===== config.mk =====
export PLATFORM = sky130hd
export DESIGN_NAME = router
export DESIGN_NICKNAME = d
export VERILOG_FILES = /design/src/noc_pkg.sv /design/src/input_fifo.sv /design/src/xy_route.sv /design/src/output_arbiter.sv /design/src/credit_counter.sv /design/src/xbar.sv /design/src/router.sv
export SDC_FILE = /design/constraint.sdc
export NUM_CORES = 1
export LEC_CHECK = 0
export BUFFER_PORTS_ARGS = -buffer_cell sky130_fd_sc_hd__buf_2
export CAP_MARGIN = 20
export CORE_UTILIZATION = 25
export CTS_BUF_LIST = sky130_fd_sc_hd__clkbuf_4 sky130_fd_sc_hd__clkbuf_8
export CTS_CLUSTER_DIAMETER = 60
export DETAILED_ROUTE_END_ITERATION = 10
export PLACE_DENSITY = 0.37
export SYNTH_ARGS = -nofsm -noshare
export SYNTH_HDL_FRONTEND = slang
export SYNTH_SLANG_ARGS = --single-unit

===== constraint.sdc =====
create_clock -name clk -period 18.4 [get_ports clk]
set_clock_uncertainty 0.2 [all_clocks]
set_input_delay 4.6 -clock clk [delete_from_list [all_inputs] [get_ports clk]]
set_output_delay 4.6 -clock clk [all_outputs]
set_load 0.05 [all_outputs]

===== src/noc_pkg.sv =====
// shared widths, port indices and flit types
// for the mesh router.
`default_nettype none

package noc_pkg;

  // ~~~~~~~~~~~~~~~~~~~~
  // widths
  // ~~~~~~~~~~~~~~~~~~~~
  localparam int COORD_W   = 2;   // bits per mesh coordinate.
  localparam int DATA_W    = 16;  // payload bits.
  localparam int NUM_PORTS = 5;
  localparam int PORT_W    = 3;   // port index bits.

  // port order is fixed, all arrays are indexed by it.
  typedef enum logic [PORT_W-1:0] {
    PORT_NORTH = 3'd0,
    PORT_SOUTH = 3'd1,
    PORT_EAST  = 3'd2,
    PORT_WEST  = 3'd3,
    PORT_LOCAL = 3'd4
  } port_e;

  // ~~~~~~~~~~~~~~~~~~~~
  // flit types
  // ~~~~~~~~~~~~~~~~~~~~
  typedef struct packed {
    logic [COORD_W-1:0] x;
    logic [COORD_W-1:0] y;
  } coord_t;

  // single flit carries a whole packet.
  typedef struct packed {
    coord_t             dest;
    logic [DATA_W-1:0]  data;  // opaque to the router.
  } flit_t;

  typedef logic [NUM_PORTS-1:0] port_mask_t;  // one bit per port.

endpackage

`default_nettype wire


===== src/input_fifo.sv =====
// per-port input queue, circular buffer
// with first-word fall-through head.
`default_nettype none

module input_fifo #(
  parameter type item_t     = noc_pkg::flit_t,
  parameter int  FIFO_DEPTH = 4
) (
  input  wire logic  clk,
  input  wire logic  arst_n_i,
  input  wire logic  wr_i,
  input  wire item_t data_i,
  input  wire logic  pop_i,
  output item_t      head_o,
  output logic       nonempty_o
);

  localparam int PTR_W = $clog2(FIFO_DEPTH);
  localparam int CNT_W = $clog2(FIFO_DEPTH + 1);

  item_t             mem_q [FIFO_DEPTH];
  logic [PTR_W-1:0]  wr_ptr_q;
  logic [PTR_W-1:0]  rd_ptr_q;
  logic [CNT_W-1:0]  cnt_q;

  // pointers wrap on their own, depth is a power of two.
  always_ff @(posedge clk or negedge arst_n_i) begin
    if (!arst_n_i) begin
      wr_ptr_q <= '0;
      rd_ptr_q <= '0;
      cnt_q    <= '0;
    end else begin
      if (wr_i) wr_ptr_q <= wr_ptr_q + 1'b1;
      if (pop_i) rd_ptr_q <= rd_ptr_q + 1'b1;
      if (wr_i && !pop_i) cnt_q <= cnt_q + 1'b1;
      else if (pop_i && !wr_i) cnt_q <= cnt_q - 1'b1;
    end
  end

  always_ff @(posedge clk) begin
    if (wr_i) mem_q[wr_ptr_q] <= data_i;
  end

  assign head_o     = mem_q[rd_ptr_q];  // oldest entry.
  assign nonempty_o = (cnt_q != '0);

  // ~~~~~~~~~~~~~~~~~~~~
  // checks
  // ~~~~~~~~~~~~~~~~~~~~
  // upstream holds its own credits, so a full queue is never written.
  a_no_overflow : assert property (@(posedge clk) disable iff (!arst_n_i)
    !(wr_i && cnt_q == CNT_W'(FIFO_DEPTH)))
    else $error("input queue written while full");

  // pop comes from an arbiter grant, which needs a valid head.
  a_no_underflow : assert property (@(posedge clk) disable iff (!arst_n_i)
    !(pop_i && cnt_q == '0))
    else $error("input queue popped while empty");

endmodule

`default_nettype wire


===== src/xy_route.sv =====
// dimension-order (XY) route computation for one head flit.
`default_nettype none

module xy_route (
  input  wire logic               valid_i,
  input  wire noc_pkg::coord_t    dest_i,
  input  wire noc_pkg::coord_t    my_addr_i,
  output noc_pkg::port_mask_t     req_o
);

  // x first, then y, local when both match.
  always_comb begin
    req_o = '0;
    if (valid_i) begin
      if (dest_i.x > my_addr_i.x)      req_o[noc_pkg::PORT_EAST]  = 1'b1;
      else if (dest_i.x < my_addr_i.x) req_o[noc_pkg::PORT_WEST]  = 1'b1;
      else if (dest_i.y > my_addr_i.y) req_o[noc_pkg::PORT_NORTH] = 1'b1;
      else if (dest_i.y < my_addr_i.y) req_o[noc_pkg::PORT_SOUTH] = 1'b1;
      else                             req_o[noc_pkg::PORT_LOCAL] = 1'b1;
    end
  end

endmodule

`default_nettype wire


===== src/output_arbiter.sv =====
// round-robin arbiter for one output port,
// held off while the downstream has no credit.
`default_nettype none

module output_arbiter (
  input  wire logic                 clk,
  input  wire logic                 arst_n_i,
  input  wire noc_pkg::port_mask_t  req_i,
  input  wire logic                 have_credit_i,
  output noc_pkg::port_mask_t       grant_o
);

  logic [noc_pkg::PORT_W-1:0] ptr_q;    // highest priority input.
  logic [noc_pkg::PORT_W-1:0] win;
  logic [noc_pkg::PORT_W-1:0] ptr_nxt;
  logic                       found;

  // ~~~~~~~~~~~~~~~~~~~~
  // search
  // ~~~~~~~~~~~~~~~~~~~~
  always_comb begin
    int idx;
    grant_o = '0;
    found   = 1'b0;
    win     = ptr_q;
    for (int k = 0; k < noc_pkg::NUM_PORTS; k++) begin
      idx = int'(ptr_q) + k;
      if (idx >= noc_pkg::NUM_PORTS) idx -= noc_pkg::NUM_PORTS;  // wrap.
      if (!found && req_i[idx] && have_credit_i) begin
        grant_o[idx] = 1'b1;
        found        = 1'b1;
        win          = idx[noc_pkg::PORT_W-1:0];
      end
    end
  end

  // next pointer sits just past the winner.
  always_comb begin
    if (win == noc_pkg::PORT_W'(noc_pkg::NUM_PORTS - 1)) ptr_nxt = '0;
    else ptr_nxt = win + 1'b1;
  end

  always_ff @(posedge clk or negedge arst_n_i) begin
    if (!arst_n_i) begin
      ptr_q <= noc_pkg::PORT_NORTH;
    end else if (found) begin
      ptr_q <= ptr_nxt;  // only moves on a grant.
    end
  end

endmodule

`default_nettype wire


===== src/credit_counter.sv =====
// downstream credit count for one output port.
`default_nettype none

module credit_counter #(
  parameter int CREDITS = 4
) (
  input  wire logic clk,
  input  wire logic arst_n_i,
  input  wire logic credit_i,      // returned credit pulse.
  input  wire logic sent_i,        // flit granted to this output.
  output logic      have_credit_o
);

  localparam int CNT_W = $clog2(CREDITS + 1);

  logic [CNT_W-1:0] cnt_q;

  // saturates at both ends, inc and dec together cancel.
  always_ff @(posedge clk or negedge arst_n_i) begin
    if (!arst_n_i) begin
      cnt_q <= CNT_W'(CREDITS);
    end else if (credit_i && !sent_i) begin
      if (cnt_q != CNT_W'(CREDITS)) cnt_q <= cnt_q + 1'b1;
    end else if (sent_i && !credit_i) begin
      if (cnt_q != '0) cnt_q <= cnt_q - 1'b1;
    end
  end

  assign have_credit_o = (cnt_q != '0);

  // ~~~~~~~~~~~~~~~~~~~~
  // checks
  // ~~~~~~~~~~~~~~~~~~~~
  // the downstream never returns more than it was given.
  a_no_overflow : assert property (@(posedge clk) disable iff (!arst_n_i)
    !(credit_i && !sent_i && cnt_q == CNT_W'(CREDITS)))
    else $error("credit returned above initial count");

  // the arbiter must not send without a credit.
  a_no_underflow : assert property (@(posedge clk) disable iff (!arst_n_i)
    !(sent_i && !credit_i && cnt_q == '0))
    else $error("flit sent with no credit");

endmodule

`default_nettype wire


===== src/xbar.sv =====
// crossbar: granted head flits muxed onto
// registered output flits and valids.
`default_nettype none

module xbar (
  input  wire logic                                           clk,
  input  wire logic                                           arst_n_i,
  input  wire noc_pkg::flit_t [noc_pkg::NUM_PORTS-1:0]        head_i,
  input  wire noc_pkg::port_mask_t [noc_pkg::NUM_PORTS-1:0]   grant_i,
  output noc_pkg::flit_t [noc_pkg::NUM_PORTS-1:0]             out_flit_o,
  output noc_pkg::port_mask_t                                 out_valid_o
);

  noc_pkg::flit_t [noc_pkg::NUM_PORTS-1:0] flit_d;

  // grant is one-hot or zero, so an OR of gated heads is enough.
  always_comb begin
    flit_d = '0;
    for (int j = 0; j < noc_pkg::NUM_PORTS; j++) begin
      for (int i = 0; i < noc_pkg::NUM_PORTS; i++) begin
        if (grant_i[j][i]) flit_d[j] = flit_d[j] | head_i[i];
      end
    end
  end

  always_ff @(posedge clk) begin
    out_flit_o <= flit_d;
  end

  always_ff @(posedge clk or negedge arst_n_i) begin
    if (!arst_n_i) begin
      out_valid_o <= '0;
    end else begin
      for (int j = 0; j < noc_pkg::NUM_PORTS; j++) begin
        out_valid_o[j] <= |grant_i[j];  // one pulse per flit.
      end
    end
  end

  // an input asks for one output only, so no two outputs pop it.
  for (genvar i = 0; i < noc_pkg::NUM_PORTS; i++) begin : g_chk
    a_single_pop : assert property (@(posedge clk) disable iff (!arst_n_i)
      $onehot0({grant_i[4][i], grant_i[3][i], grant_i[2][i], grant_i[1][i], grant_i[0][i]}))
      else $error("input %0d granted by two outputs", i);
  end

endmodule

`default_nettype wire


===== src/router.sv =====
// five-port mesh router top level: input queues, XY route,
// per-output arbiters and credit counters, crossbar.
`default_nettype none

module router #(
  parameter int FIFO_DEPTH = 4,
  parameter int CREDITS    = 4
) (
  input  wire logic                                          clk,
  input  wire logic                                          arst_n_i,
  input  wire noc_pkg::flit_t [noc_pkg::NUM_PORTS-1:0]       in_flit_i,
  input  wire noc_pkg::port_mask_t                           in_valid_i,
  input  wire noc_pkg::port_mask_t                           credit_i,
  input  wire noc_pkg::coord_t                               my_addr_i,
  output noc_pkg::flit_t [noc_pkg::NUM_PORTS-1:0]            out_flit_o,
  output noc_pkg::port_mask_t                                out_valid_o
);

  localparam int N = noc_pkg::NUM_PORTS;

  noc_pkg::flit_t [N-1:0]       head;
  noc_pkg::port_mask_t          nonempty;
  noc_pkg::port_mask_t [N-1:0]  req;        // by input.
  noc_pkg::port_mask_t [N-1:0]  req_t;      // by output.
  noc_pkg::port_mask_t [N-1:0]  grant;      // by output.
  noc_pkg::port_mask_t [N-1:0]  grant_t;    // by input.
  noc_pkg::port_mask_t          pop;
  noc_pkg::port_mask_t          sent;
  noc_pkg::port_mask_t          have_credit;

  // ~~~~~~~~~~~~~~~~~~~~
  // input side
  // ~~~~~~~~~~~~~~~~~~~~
  for (genvar i = 0; i < N; i++) begin : g_in
    input_fifo #(
      .item_t     (noc_pkg::flit_t),
      .FIFO_DEPTH (FIFO_DEPTH)
    ) fifo_i (
      .clk        (clk),
      .arst_n_i   (arst_n_i),
      .wr_i       (in_valid_i[i]),
      .data_i     (in_flit_i[i]),
      .pop_i      (pop[i]),
      .head_o     (head[i]),
      .nonempty_o (nonempty[i])
    );

    xy_route route_i (
      .valid_i   (nonempty[i]),
      .dest_i    (head[i].dest),
      .my_addr_i (my_addr_i),
      .req_o     (req[i])
    );
  end

  // request and grant matrices swap their index.
  for (genvar i = 0; i < N; i++) begin : g_row
    for (genvar j = 0; j < N; j++) begin : g_col
      assign req_t[j][i]   = req[i][j];
      assign grant_t[i][j] = grant[j][i];
    end
    assign pop[i] = |grant_t[i];
  end

  // ~~~~~~~~~~~~~~~~~~~~
  // output side
  // ~~~~~~~~~~~~~~~~~~~~
  for (genvar j = 0; j < N; j++) begin : g_out
    assign sent[j] = |grant[j];

    output_arbiter arb_i (
      .clk           (clk),
      .arst_n_i      (arst_n_i),
      .req_i         (req_t[j]),
      .have_credit_i (have_credit[j]),
      .grant_o       (grant[j])
    );

    credit_counter #(
      .CREDITS (CREDITS)
    ) credit_i_cnt (
      .clk           (clk),
      .arst_n_i      (arst_n_i),
      .credit_i      (credit_i[j]),
      .sent_i        (sent[j]),
      .have_credit_o (have_credit[j])
    );
  end

  xbar xbar_i (
    .clk         (clk),
    .arst_n_i    (arst_n_i),
    .head_i      (head),
    .grant_i     (grant),
    .out_flit_o  (out_flit_o),
    .out_valid_o (out_valid_o)
  );

endmodule

`default_nettype wire


# Word level (Yosys, flattened, before mapping)

Memories as Yosys holds them, arrays and structs flattened.
Cells that the tools add are included.

Memories kept: 5
Input bits: 116
Logic and storage cells: 801
Bits in writable memories: 400
Output and inout bits: 105
Register bits after elaboration: 170

Memories:

| name                 | depth | width | read ports | clocked after Yosys merged registers in | write ports | line             | RTL |
|---|---|---|---|---|---|---|---|
| g_in[0].fifo_i.mem_q | 4     | 20    | 1          | 0                                       | 1           | input_fifo.sv:21 | `item_t mem_q [FIFO_DEPTH];` |
| g_in[1].fifo_i.mem_q | 4     | 20    | 1          | 0                                       | 1           | input_fifo.sv:21 |  |
| g_in[2].fifo_i.mem_q | 4     | 20    | 1          | 0                                       | 1           | input_fifo.sv:21 |  |
| g_in[3].fifo_i.mem_q | 4     | 20    | 1          | 0                                       | 1           | input_fifo.sv:21 |  |
| g_in[4].fifo_i.mem_q | 4     | 20    | 1          | 0                                       | 1           | input_fifo.sv:21 |  |

$add $sub $neg: 80
Muxes and demuxes: 355
Bitwise logic cells: 40
Reductions and logical operators: 170
Equality and inequality tests: 15
$lt $le $gt $ge: 95

Operator list:

| cell                                                               | count |
|---|---|
| greater-or-equal comparator 32 x 1 -> 1 bit, second input constant | 25 |
| < comparator 32 x 5 -> 1 bit, second input constant                | 25 |
| two-way mux 32 bit                                                 | 25 |
| greater-or-equal comparator 32 x 4 -> 1 bit, second input constant | 20 |
| subtractor 32 x 4 -> 32 bit, second input constant                 | 20 |
| two-way mux 20 bit                                                 | 25 |
| OR 20 bit                                                          | 20 |
| two-way mux 3 bit                                                  | 60 |
| two-way mux 1 bit                                                  | 150 |
| two-way mux 5 bit                                                  | 30 |
| OR 5 bit                                                           | 20 |
| logical AND 1 bit                                                  | 90 |
| binary-select mux 1 bit (select 3 bit)                             | 25 |
| demux 1 bit (select 3 bit)                                         | 25 |
| OR reduction 5 bit                                                 | 10 |
| adder 3 x 1 -> 3 bit, second input constant                        | 15 |
| adder 3 x 2 -> 4 bit, second input constant                        | 10 |
| zero test 1 bit                                                    | 40 |
| two-way mux 2 bit                                                  | 15 |
| nonzero test 2 bit                                                 | 15 |
| nonzero test 3 bit                                                 | 10 |
| subtractor 3 x 1 -> 3 bit, second input constant                   | 10 |
| adder 2 x 1 -> 2 bit, second input constant                        | 10 |
| adder 3 x 1 -> 4 bit, second input constant                        | 5 |
| 9 further kinds                                                    | 55 |

# Longest topological paths before layout

Gate-level depths: netlist (run 1).
An unclocked memory read counts as a cell.

Depth after elaboration: 37
Mapped depth: 24
Depth with buffers taken out: 22

# Modules after synthesis

A second synthesis (run 1) with hierarchy kept.

Cells, all modules: 2,775
Area, all modules: 33,047.9 um^2

Modules (own cells, without submodules):

| module                              | instances | cells an instance | area an instance (um^2) |
|---|---|---|---|
| input_fifo                          | 5         | 137               | 3,276.9 |
| xbar                                | 1         | 470               | 4,616.9 |
| output_arbiter (g_out[1].arb_i ...) | 2         | 262               | 1,919.3 |
| output_arbiter (g_out[0].arb_i)     | 1         | 261               | 1,998.2 |
| output_arbiter (g_out[4].arb_i)     | 1         | 281               | 1,956.9 |
| output_arbiter (g_out[3].arb_i)     | 1         | 264               | 1,919.3 |
| credit_counter                      | 5         | 30                | 294.0 |
| xy_route                            | 5         | 22                | 147.6 |
| router                              | 1         | 30                | 125.1 |

# Least setup slack after synthesis (run 1)

Ideal clock, no wire load.

Path kind: input -> register
Start point: in my_addr_i[1] (netlist bit)
End point: reg g_in[1].fifo_i.cnt_q[2]
Arrival time: 8.804 ns
Stages on the path: 19
Path slack: 9.316 ns
Required time: 18.121 ns
Setup time: 0.079 ns
Cells stage by stage: inv_1 > ha_1 > nand2b_1 > a2111o_1 > nand2b_1 > o31a_1 > a311oi_4 > a211oi_1 > and3_1 > a311o_1 > or3_1 > or3_1 > inv_1 > ha_1 > inv_1 > fa_1 > xor2_1 > nor2_1 > xor2_1

Cells in the longest elaborated chain, start to end: 31

RTL lines:

| what                                                    | line                 | RTL |
|---|---|---|
| start: declaration                                      | router.sv:14         | `input wire noc_pkg::coord_t my_addr_i,` |
| < comparator 2 bit                                      | xy_route.sv:18       | `else if (dest_i.y < my_addr_i.y) req_o[noc_pkg::PORT_SOUTH] = 1'b1;` |
| two-way mux 1 bit                                       | xy_route.sv:18       |  |
| two-way mux 1 bit                                       | xy_route.sv:17       | `else if (dest_i.y > my_addr_i.y) req_o[noc_pkg::PORT_NORTH] = 1'b1;` |
| two-way mux 2 bit or two-way mux 1 bit (tied branches)  | xy_route.sv:16       | `else if (dest_i.x < my_addr_i.x) req_o[noc_pkg::PORT_WEST] = 1'b1;` |
| two-way mux 2 bit                                       | xy_route.sv:15       | `if (dest_i.x > my_addr_i.x) req_o[noc_pkg::PORT_EAST] = 1'b1;` |
| two-way mux 5 bit                                       | xy_route.sv:14       | `if (valid_i) begin` |
| binary-select mux 1 bit (select 3 bit)                  | output_arbiter.sv:29 | `if (!found && req_i[idx] && have_credit_i) begin` |
| two-way mux 1 bit (not written as such) (2 in series)   | output_arbiter.sv:29 |  |
| (+13 left out)                                          | -                    |  |
| two-way mux 1 bit                                       | output_arbiter.sv:29 |  |
| zero test 1 bit                                         | output_arbiter.sv:29 |  |
| logical AND 1 bit (2 in series)                         | output_arbiter.sv:29 |  |
| two-way mux 5 bit                                       | output_arbiter.sv:29 |  |
| OR reduction 5 bit (*)                                  | router.sv:62         | `assign pop[i] = \|grant_t[i];` |
| zero test 1 bit                                         | input_fifo.sv:35     | `if (wr_i && !pop_i) cnt_q <= cnt_q + 1'b1;` |
| logical AND 1 bit                                       | input_fifo.sv:35     |  |
| two-way mux 3 bit or nonzero test 2 bit (tied branches) | -                    |  |
| end signal: assignment                                  | input_fifo.sv:35     |  |
| end signal: assignment                                  | input_fifo.sv:36     | `else if (pop_i && !wr_i) cnt_q <= cnt_q - 1'b1;` |
| end: declaration                                        | input_fifo.sv:24     | `logic [CNT_W-1:0] cnt_q;` |

Every way passes the cells marked *; elsewhere a longest branch is shown, timed or not. The select of a mux whose other input is x is not followed.
A chain may end at the register's enable or synchronous reset.

# Worst setup path in the final report (run 1)

Same ends and word-level chain as after synthesis.

==> impl_metrics.xml, run 1 <==
<?xml version="1.0" encoding="UTF-8"?>
<metrics>
  <group name="global_route">
    <metric name="grt_max_degree" unit="">38</metric>
    <metric name="groute.usage.overall" unit="">0.189</metric>
    <metric name="gr-total-overflow" unit="">0</metric>
    <metric name="globalRouteMet1Util" unit="">0.253</metric>
    <metric name="antenna_found_initial" unit="">24</metric>
    <metric name="grt_pass1_wl" unit="mm">181</metric>
    <metric name="groute.layer.met3.usage" unit="">0.0403</metric>
    <metric name="vias_in_the_first_global_route" unit="">25200</metric>
    <metric name="top_usage_layer" unit="">met2</metric>
    <metric name="globalRouteMet2Util" unit="">0.303</metric>
  </group>
  <group name="cells_and_area">
    <metric name="final.fill_count" unit="">13000</metric>
    <metric name="nNetsFinal" unit="">3282</metric>
    <metric name="syn2layout_area_growth" unit="%">16.6</metric>
    <metric name="ratio_of_cells_with_drive_above_1_in_the_final_layout" unit="">0.213</metric>
    <metric name="post-route-cell-area" unit="sq um">37600</metric>
  </group>
  <group name="worst_hold_path">
    <metric name="hold_start" unit="">g_in[2].fifo_i.cnt_q[2]</metric>
    <metric name="worst_hold_path_type" unit="">reg2reg</metric>
  </group>
  <group name="synthesis">
    <metric name="ys_top_cells_by_area" unit="">edfxtp_1 37%, mux4_2 7.2%, dfxtp_1 6.2%</metric>
    <metric name="netlist_instances" unit="">2753</metric>
    <metric name="post_synth_num_cell_types" unit="">112</metric>
    <metric name="synth_top_flop_cell" unit="">edfxtp_1</metric>
    <metric name="synth_sequential_area_ratio" unit="">0.489</metric>
    <metric name="syn-num-nets" unit="">3034</metric>
    <metric name="synth_seq_cells" unit="">570</metric>
    <metric name="async_sr_flop_fraction" unit="">0.123</metric>
    <metric name="post-synth-top-area-cell" unit="">edfxtp_1</metric>
    <metric name="post_synth.cell_area_avg" unit="sq um">11.7</metric>
    <metric name="synth_top_area_share" unit="">0.373</metric>
    <metric name="mappedNetlistArea" unit="sq um">32200</metric>
    <metric name="synth_warnings" unit="">0</metric>
    <metric name="post_synth_edffs" unit="">400</metric>
    <metric name="post-synth-top-count-cell" unit="">edfxtp_1</metric>
    <metric name="netlist_top_cells_count" unit="">400 x edfxtp_1, 244 x nand2_1, 150 x ha_1, 140 x nor2_1, 109 x inv_1</metric>
  </group>
  <group name="critical_path">
    <metric name="timing.critical_path.arrival" unit="ps">9970</metric>
    <metric name="worst_ep_required" unit="ps">18930</metric>
    <metric name="timing.critical_path.fanout_max" unit="">22</metric>
    <metric name="critical_path.endpoint_type" unit="">flip-flop</metric>
    <metric name="path_class" unit="">in2reg</metric>
    <metric name="worstSetupStartpoint" unit="">my_addr_i[1]</metric>
    <metric name="startpoint_type" unit="">primary input</metric>
    <metric name="r2r_start" unit="">g_out[1].arb_i.ptr_q[1]</metric>
  </group>
  <group name="clocking">
    <metric name="worst_skew_pair_later_pin_latency" unit="ps">820</metric>
    <metric name="clock-root-buffer" unit="">clkbuf_8</metric>
    <metric name="cts-root-to-sink-buffers" unit="">3</metric>
    <metric name="tritoncts" unit="">yes</metric>
    <metric name="clock_sink_count" unit="">570</metric>
    <metric name="clkTransAtPathRegs" unit="ps">70</metric>
    <metric name="postCtsSetupBuffers" unit="">0</metric>
    <metric name="tritoncts.num_buffers" unit="">102</metric>
    <metric name="htreeDepth" unit="">3</metric>
    <metric name="postCtsResizedCells" unit="">0</metric>
    <metric name="cts_hold_buf" unit="">0</metric>
  </group>
  <group name="route">
    <metric name="total_via_count_in_the_routed_design" unit="">25300</metric>
    <metric name="antenna_violating_nets_post_route" unit="">0</metric>
    <metric name="finalWirelength" unit="mm">126</metric>
    <metric name="vias_per_cell" unit="">5.33</metric>
    <metric name="detail_route.first_pass.iterations" unit="">8</metric>
    <metric name="wl_per_cell" unit="um">26.4</metric>
    <metric name="drt_first_iter_violations" unit="">2684</metric>
    <metric name="post-route-drc-count" unit="">0</metric>
  </group>
  <group name="die">
    <metric name="floorplan.die.height" unit="um">361</metric>
    <metric name="initial_utilization" unit="">0.252</metric>
    <metric name="fp-row-count" unit="">131</metric>
    <metric name="die_w" unit="um">361</metric>
    <metric name="top_level_port_count" unit="">221</metric>
    <metric name="die_area" unit="sq um">130000</metric>
    <metric name="floorplan.core_area" unit="sq um">128000</metric>
  </group>
  <group name="timing">
    <metric name="grt_setup_unrepaired" unit="">false</metric>
    <metric name="worst_margin_pin_slew" unit="ps">1160</metric>
    <metric name="timing.final.crit_share" unit="">0.513</metric>
    <metric name="setup_tns" unit="ps">0</metric>
    <metric name="layout_min_cycle_time" unit="ps">9430</metric>
    <metric name="maxClockFrequency" unit="MHz">106</metric>
    <metric name="max_slew_vio_count" unit="">0</metric>
    <metric name="report.final.setup_viol" unit="">0</metric>
    <metric name="setup_slack" unit="ps">8970</metric>
    <metric name="max-slew-margin-rel" unit="">0.222</metric>
    <metric name="hold_viol" unit="">0</metric>
    <metric name="final.hold.worst_slack" unit="ps">285</metric>
  </group>
  <group name="placed_design">
    <metric name="port_buffers" unit="">220</metric>
    <metric name="detailed_place.area" unit="sq um">35400</metric>
    <metric name="detailedPlace.worstSlack" unit="ps">8260</metric>
    <metric name="dpl.hpwl" unit="mm">92.5</metric>
    <metric name="globalplace.congestion" unit="">0.889</metric>
  </group>
  <group name="run">
    <metric name="maxCapViolations" unit="">0</metric>
  </group>
  <group name="status">
    <metric name="outcome" unit="">complete, no violations</metric>
  </group>
</metrics>
worst max-delay path, cell delays in order:
cell,delay [ps]
buf_2,130
inv_1,130
ha_1,340
nor2b_1,160
o2111ai_2,540
nor2_1,260
mux4_2,490
a31oi_1,440
nor3b_1,120
and3_1,220
a311o_1,350
buf_4,250
or3_1,400
or3_1,370
inv_1,90
ha_1,170
inv_1,60
fa_1,370
xor2_1,150
nor2_1,120
xor2_1,150
logic make-up after synthesis:
logic type,after synthesis,synth area share
AOI/OAI and AO/OA,716,0.171
muxes,170,0.0940
adders and majority gates,165,0.0675
DFF,570,0.489
buffers and inverters,259,0.0321
xor gates and xnor gates,80,0.0220
and+or+nand+nor,793,0.125
state kept, by name (all words and copies together), names as in the netlist:
register	flops
g_in.fifo_i.cnt_q	15
g_in.fifo_i.wr_ptr_q	10
xbar_i.out_valid_o	5
g_out.arb_i.ptr_q	15
g_in.fifo_i.mem_q	400
xbar_i.out_flit_o	100
g_out.credit_i_cnt.cnt_q	15
g_in.fifo_i.rd_ptr_q	10
final cells by class:
type                       count  area (sq um)  share of cell area
antenna                        8          20.0            0.000533
inverter                     115           432              0.0115
clock inverter                54           455              0.0121
tap                         1662          2080              0.0553
multi-input combinational   1924         15500               0.412
clock buffer                 138          1700              0.0452
timing repair buffer         288          1620              0.0432
sequential                   570         15800               0.420
metrics by stage:
| stage | util | cells |
|---|---|---|
| after global placement | 0.277 | 4558 |
| after detailed placement | 0.277 | 4558 |
| after floorplan | - | 2753 |
| after global routing | 0.294 | 4753 |
| after CTS | 0.294 | 4750 |
| final | 0.294 | 4759 |
worst paths after layout:
check,slack [ps],end,depth (start not counted)
setup / recovery,8970,g_in[1].fifo_i.cnt_q[2],21
hold / removal,290,g_in[2].fifo_i.cnt_q[2],1
setup reg to reg,11310,g_out[1].credit_i_cnt.cnt_q[2],17
hold reg to reg,290,g_in[2].fifo_i.cnt_q[2],1
max in group asynchronous,13230,g_out[2].arb_i.ptr_q[2],2
min in group asynchronous,3620,g_in[1].fifo_i.wr_ptr_q[0],1
cells in the final DEF (no fill, tap or decap), types with 14 or more instances in the layout:
master / count
edfxtp_1: 400
nand2_1: 244
buf_2: 219
ha_1: 150
nor2_1: 140
inv_1: 109
clkbuf_8: 106
mux4_2: 103
a22oi_1: 103
a222oi_1: 100
dfxtp_1: 100
a21oi_1: 92
o21ai_0: 91
nor3_1: 85
buf_4: 68
dfrtp_1: 65
xnor2_1: 53
and2_1: 49
mux2i_1: 45
nand3_1: 43
nand2b_1: 40
nor2b_1: 34
a31oi_1: 32
clkbuf_4: 32
o211ai_1: 29
or3_1: 27
clkinv_1: 27
xor2_1: 26
mux2_2: 21
nor4_1: 20
a21o_1: 19
nand4_1: 17
o22ai_1: 17
o31ai_1: 16
and3_1: 15
fa_1: 15
a211oi_1: 14
o21a_1: 14
or2_2: 14
routing by layer:
layer,vias to the layer above,share of wire
li1,11300,-
met1,12800,0.43
met2,1039,0.46
met3,177,0.076
met4,20,0.026
met5,-,0.0010
Power of run 1 is not shown: default switching activity piles up to over one toggle a cycle in this logic, so the estimate is an artifact.
==> inputs of run 2 (changes only) <==
==> constraint.sdc (replaced) <==
create_clock -name clk -period 9.1 [get_ports clk]
set_clock_uncertainty 0.2 [all_clocks]
set_input_delay 2.275 -clock clk [delete_from_list [all_inputs] [get_ports clk]]
set_output_delay 2.275 -clock clk [all_outputs]
set_load 0.05 [all_outputs]
==> run 2 against run 1 <==
  * Worst hold slack improved by 11 ps
  * Cell count rose by 0.17%
  * Via count up 0.99%
  * Die area did not move
  * Routed wire length is 0.37% lower
  * Setup slack got worse by 7200 ps
  * Count of clock-buffer cells in the layout is 12 higher
  * Non-clock buffer count up 7
  * Utilization up 0.21 points
  * Sequential share of layout area shrank 0.30 points
  * Cell area grew 0.71%
  * Register-to-register slack got worse by 9400 ps
  * Critical path type unchanged
==> impl_metrics.xml, run 2 (synthesized netlist as in run 1, its figures left out) <==
<?xml version="1.0" encoding="UTF-8"?>
<metrics>
  <group name="status">
    <metric name="outcome" unit="">complete, no violations</metric>
  </group>
  <group name="timing">
    <metric name="timing.final.crit_share" unit="">0.811</metric>
    <metric name="layout_min_cycle_time" unit="ps">7380</metric>
    <metric name="hold_viol" unit="">0</metric>
    <metric name="max-slew-margin-rel" unit="">0.329</metric>
    <metric name="grt_setup_unrepaired" unit="">false</metric>
    <metric name="maxClockFrequency" unit="MHz">136</metric>
    <metric name="setup_tns" unit="ps">0</metric>
    <metric name="max_slew_vio_count" unit="">0</metric>
    <metric name="report.final.setup_viol" unit="">0</metric>
    <metric name="worst_margin_pin_slew" unit="ps">1000</metric>
  </group>
  <group name="route">
    <metric name="total_via_count_in_the_routed_design" unit="">25600</metric>
    <metric name="wl_per_cell" unit="um">26.2</metric>
    <metric name="vias_per_cell" unit="">5.37</metric>
    <metric name="antenna_violating_nets_post_route" unit="">0</metric>
    <metric name="post-route-drc-count" unit="">0</metric>
    <metric name="drt_first_iter_violations" unit="">3134</metric>
    <metric name="detail_route.first_pass.iterations" unit="">10</metric>
    <metric name="finalWirelength" unit="mm">125</metric>
  </group>
  <group name="clocking">
    <metric name="htreeDepth" unit="">3</metric>
    <metric name="clock_sink_count" unit="">570</metric>
    <metric name="clock-root-buffer" unit="">clkbuf_8</metric>
    <metric name="cts-root-to-sink-buffers" unit="">3</metric>
    <metric name="worst_skew_pair_later_pin_latency" unit="ps">790</metric>
    <metric name="tritoncts" unit="">yes</metric>
    <metric name="postCtsResizedCells" unit="">0</metric>
    <metric name="tritoncts.num_buffers" unit="">103</metric>
    <metric name="cts_hold_buf" unit="">0</metric>
    <metric name="postCtsSetupBuffers" unit="">0</metric>
    <metric name="clkTransAtPathRegs" unit="ps">60</metric>
  </group>
  <group name="critical_path">
    <metric name="worstSetupStartpoint" unit="">my_addr_i[1]</metric>
    <metric name="worst_ep_required" unit="ps">9610</metric>
    <metric name="cp-endpoint" unit="">g_in[1].fifo_i.cnt_q[2]</metric>
    <metric name="reg2regPathDepth" unit="">20</metric>
    <metric name="timing.critical_path.fanout_max" unit="">22</metric>
    <metric name="r2r_start" unit="">g_in[4].fifo_i.rd_ptr_q[0]</metric>
    <metric name="timing.critical_path.arrival" unit="ps">7890</metric>
    <metric name="slack_of_the_worst_reg_to_reg_path" unit="ps">1900</metric>
    <metric name="path_class" unit="">in2reg</metric>
    <metric name="crit-reg2reg-capture" unit="">g_in[1].fifo_i.cnt_q[2]</metric>
    <metric name="critical_path.endpoint_type" unit="">flip-flop</metric>
    <metric name="startpoint_type" unit="">primary input</metric>
  </group>
  <group name="die">
    <metric name="floorplan.core_area" unit="sq um">128000</metric>
    <metric name="die_w" unit="um">361</metric>
    <metric name="die_area" unit="sq um">130000</metric>
    <metric name="top_level_port_count" unit="">221</metric>
    <metric name="fp-row-count" unit="">131</metric>
    <metric name="floorplan.die.height" unit="um">361</metric>
    <metric name="initial_utilization" unit="">0.252</metric>
  </group>
  <group name="global_route">
    <metric name="grt_pass1_wl" unit="mm">179</metric>
    <metric name="gr-total-overflow" unit="">0</metric>
    <metric name="groute.usage.overall" unit="">0.187</metric>
    <metric name="antenna_found_initial" unit="">34</metric>
    <metric name="vias_in_the_first_global_route" unit="">24900</metric>
    <metric name="grt_max_degree" unit="">45</metric>
  </group>
  <group name="cells_and_area">
    <metric name="nNetsFinal" unit="">3290</metric>
    <metric name="biggestRegsByFlops" unit="">g_in.fifo_i.mem_q: 400 flops, xbar_i.out_flit_o: 100 flops</metric>
    <metric name="mostFrequentLayoutCell" unit="">edfxtp_1</metric>
    <metric name="number_of_flip_flops_under_the_largest_register_name" unit="">400</metric>
    <metric name="layout_common_cells" unit="">400 x edfxtp_1, 244 x nand2_1, 219 x buf_2, 150 x ha_1, 140 x nor2_1</metric>
    <metric name="largest-register" unit="">g_in.fifo_i.mem_q</metric>
    <metric name="syn2layout_area_growth" unit="%">17.4</metric>
    <metric name="ratio_of_cells_with_drive_above_1_in_the_final_layout" unit="">0.221</metric>
  </group>
  <group name="placed_design">
    <metric name="port_buffers" unit="">220</metric>
    <metric name="dpl.hpwl" unit="mm">93.0</metric>
    <metric name="globalplace.congestion" unit="">0.901</metric>
  </group>
  <group name="run">
    <metric name="maxCapViolations" unit="">0</metric>
  </group>
  <group name="worst_hold_path">
    <metric name="worst_hold_path_type" unit="">reg2reg</metric>
  </group>
</metrics>
-- run 2: cell type report --
type                            count  area, sq um
Sequential cell                   570        15800
Fill cell                       13000        89800
Clock inverter                     45          447
Antenna cell                        6         15.0
Inverter                          115          432
Tap cell                         1662         2080
Multi-Input combinational cell   1924        15500
Timing Repair Buffer              295         1710
Clock buffer                      150         1900
-- run 2: worst min path at each step --
stage	startpoint	to	slack, ps	cells past startpoint
floorplan	g_in[1].fifo_i.cnt_q[2]	g_in[1].fifo_i.cnt_q[2]	260	1
global route	g_in[1].fifo_i.cnt_q[2]	g_in[1].fifo_i.cnt_q[2]	300	1
CTS	g_in[2].fifo_i.cnt_q[2]	g_in[2].fifo_i.cnt_q[2]	290	1
finish	g_in[2].fifo_i.cnt_q[2]	g_in[2].fifo_i.cnt_q[2]	300	1
detailed placement	g_in[2].fifo_i.cnt_q[2]	g_in[2].fifo_i.cnt_q[2]	280	1
global placement	g_in[3].fifo_i.cnt_q[2]	g_in[3].fifo_i.cnt_q[2]	270	1
-- run 2: worst max-delay path: stages --
cell,delay (ps)
buf_2,140
inv_1,140
ha_1,320
nand2b_1,80
a2111oi_2,580
and2b_1,300
o21ai_0,150
a211oi_2,880
or2_0,390
o41ai_1,170
a311o_1,300
buf_4,240
or3_1,400
or3_1,410
inv_1,90
ha_1,180
inv_1,60
fa_1,370
xor2_1,150
nor2_1,120
xor2_1,150
-- run 2: routing by layer --
layer | GRT usage | up-vias | share of wire | wire length, um
met5 | 0 | - | 0.00087 | 109
met2 | 0.303 | 1147 | 0.46 | 58100
met3 | 0.0373 | 208 | 0.075 | 9440
met4 | 0.0562 | 18 | 0.027 | 3360
li1 | - | 11400 | - | -
met1 | 0.250 | 12900 | 0.43 | 54000
-- run 2: stage by stage --
step                hold WS, ps  instances  utilization  setup WS (ps)  instance area [sq um]
finish                      296       4767        0.296           1720                  37800
global placement            271       4564        0.277           1130                  35400
floorplan                   256       2753            -           2340                  32200
global route                304       4764        0.296           1240                  37800
detailed placement          277       4565        0.278            975                  35500
CTS                         290       4760        0.296           1860                  37800
Power of run 2 is left out for the same reason.
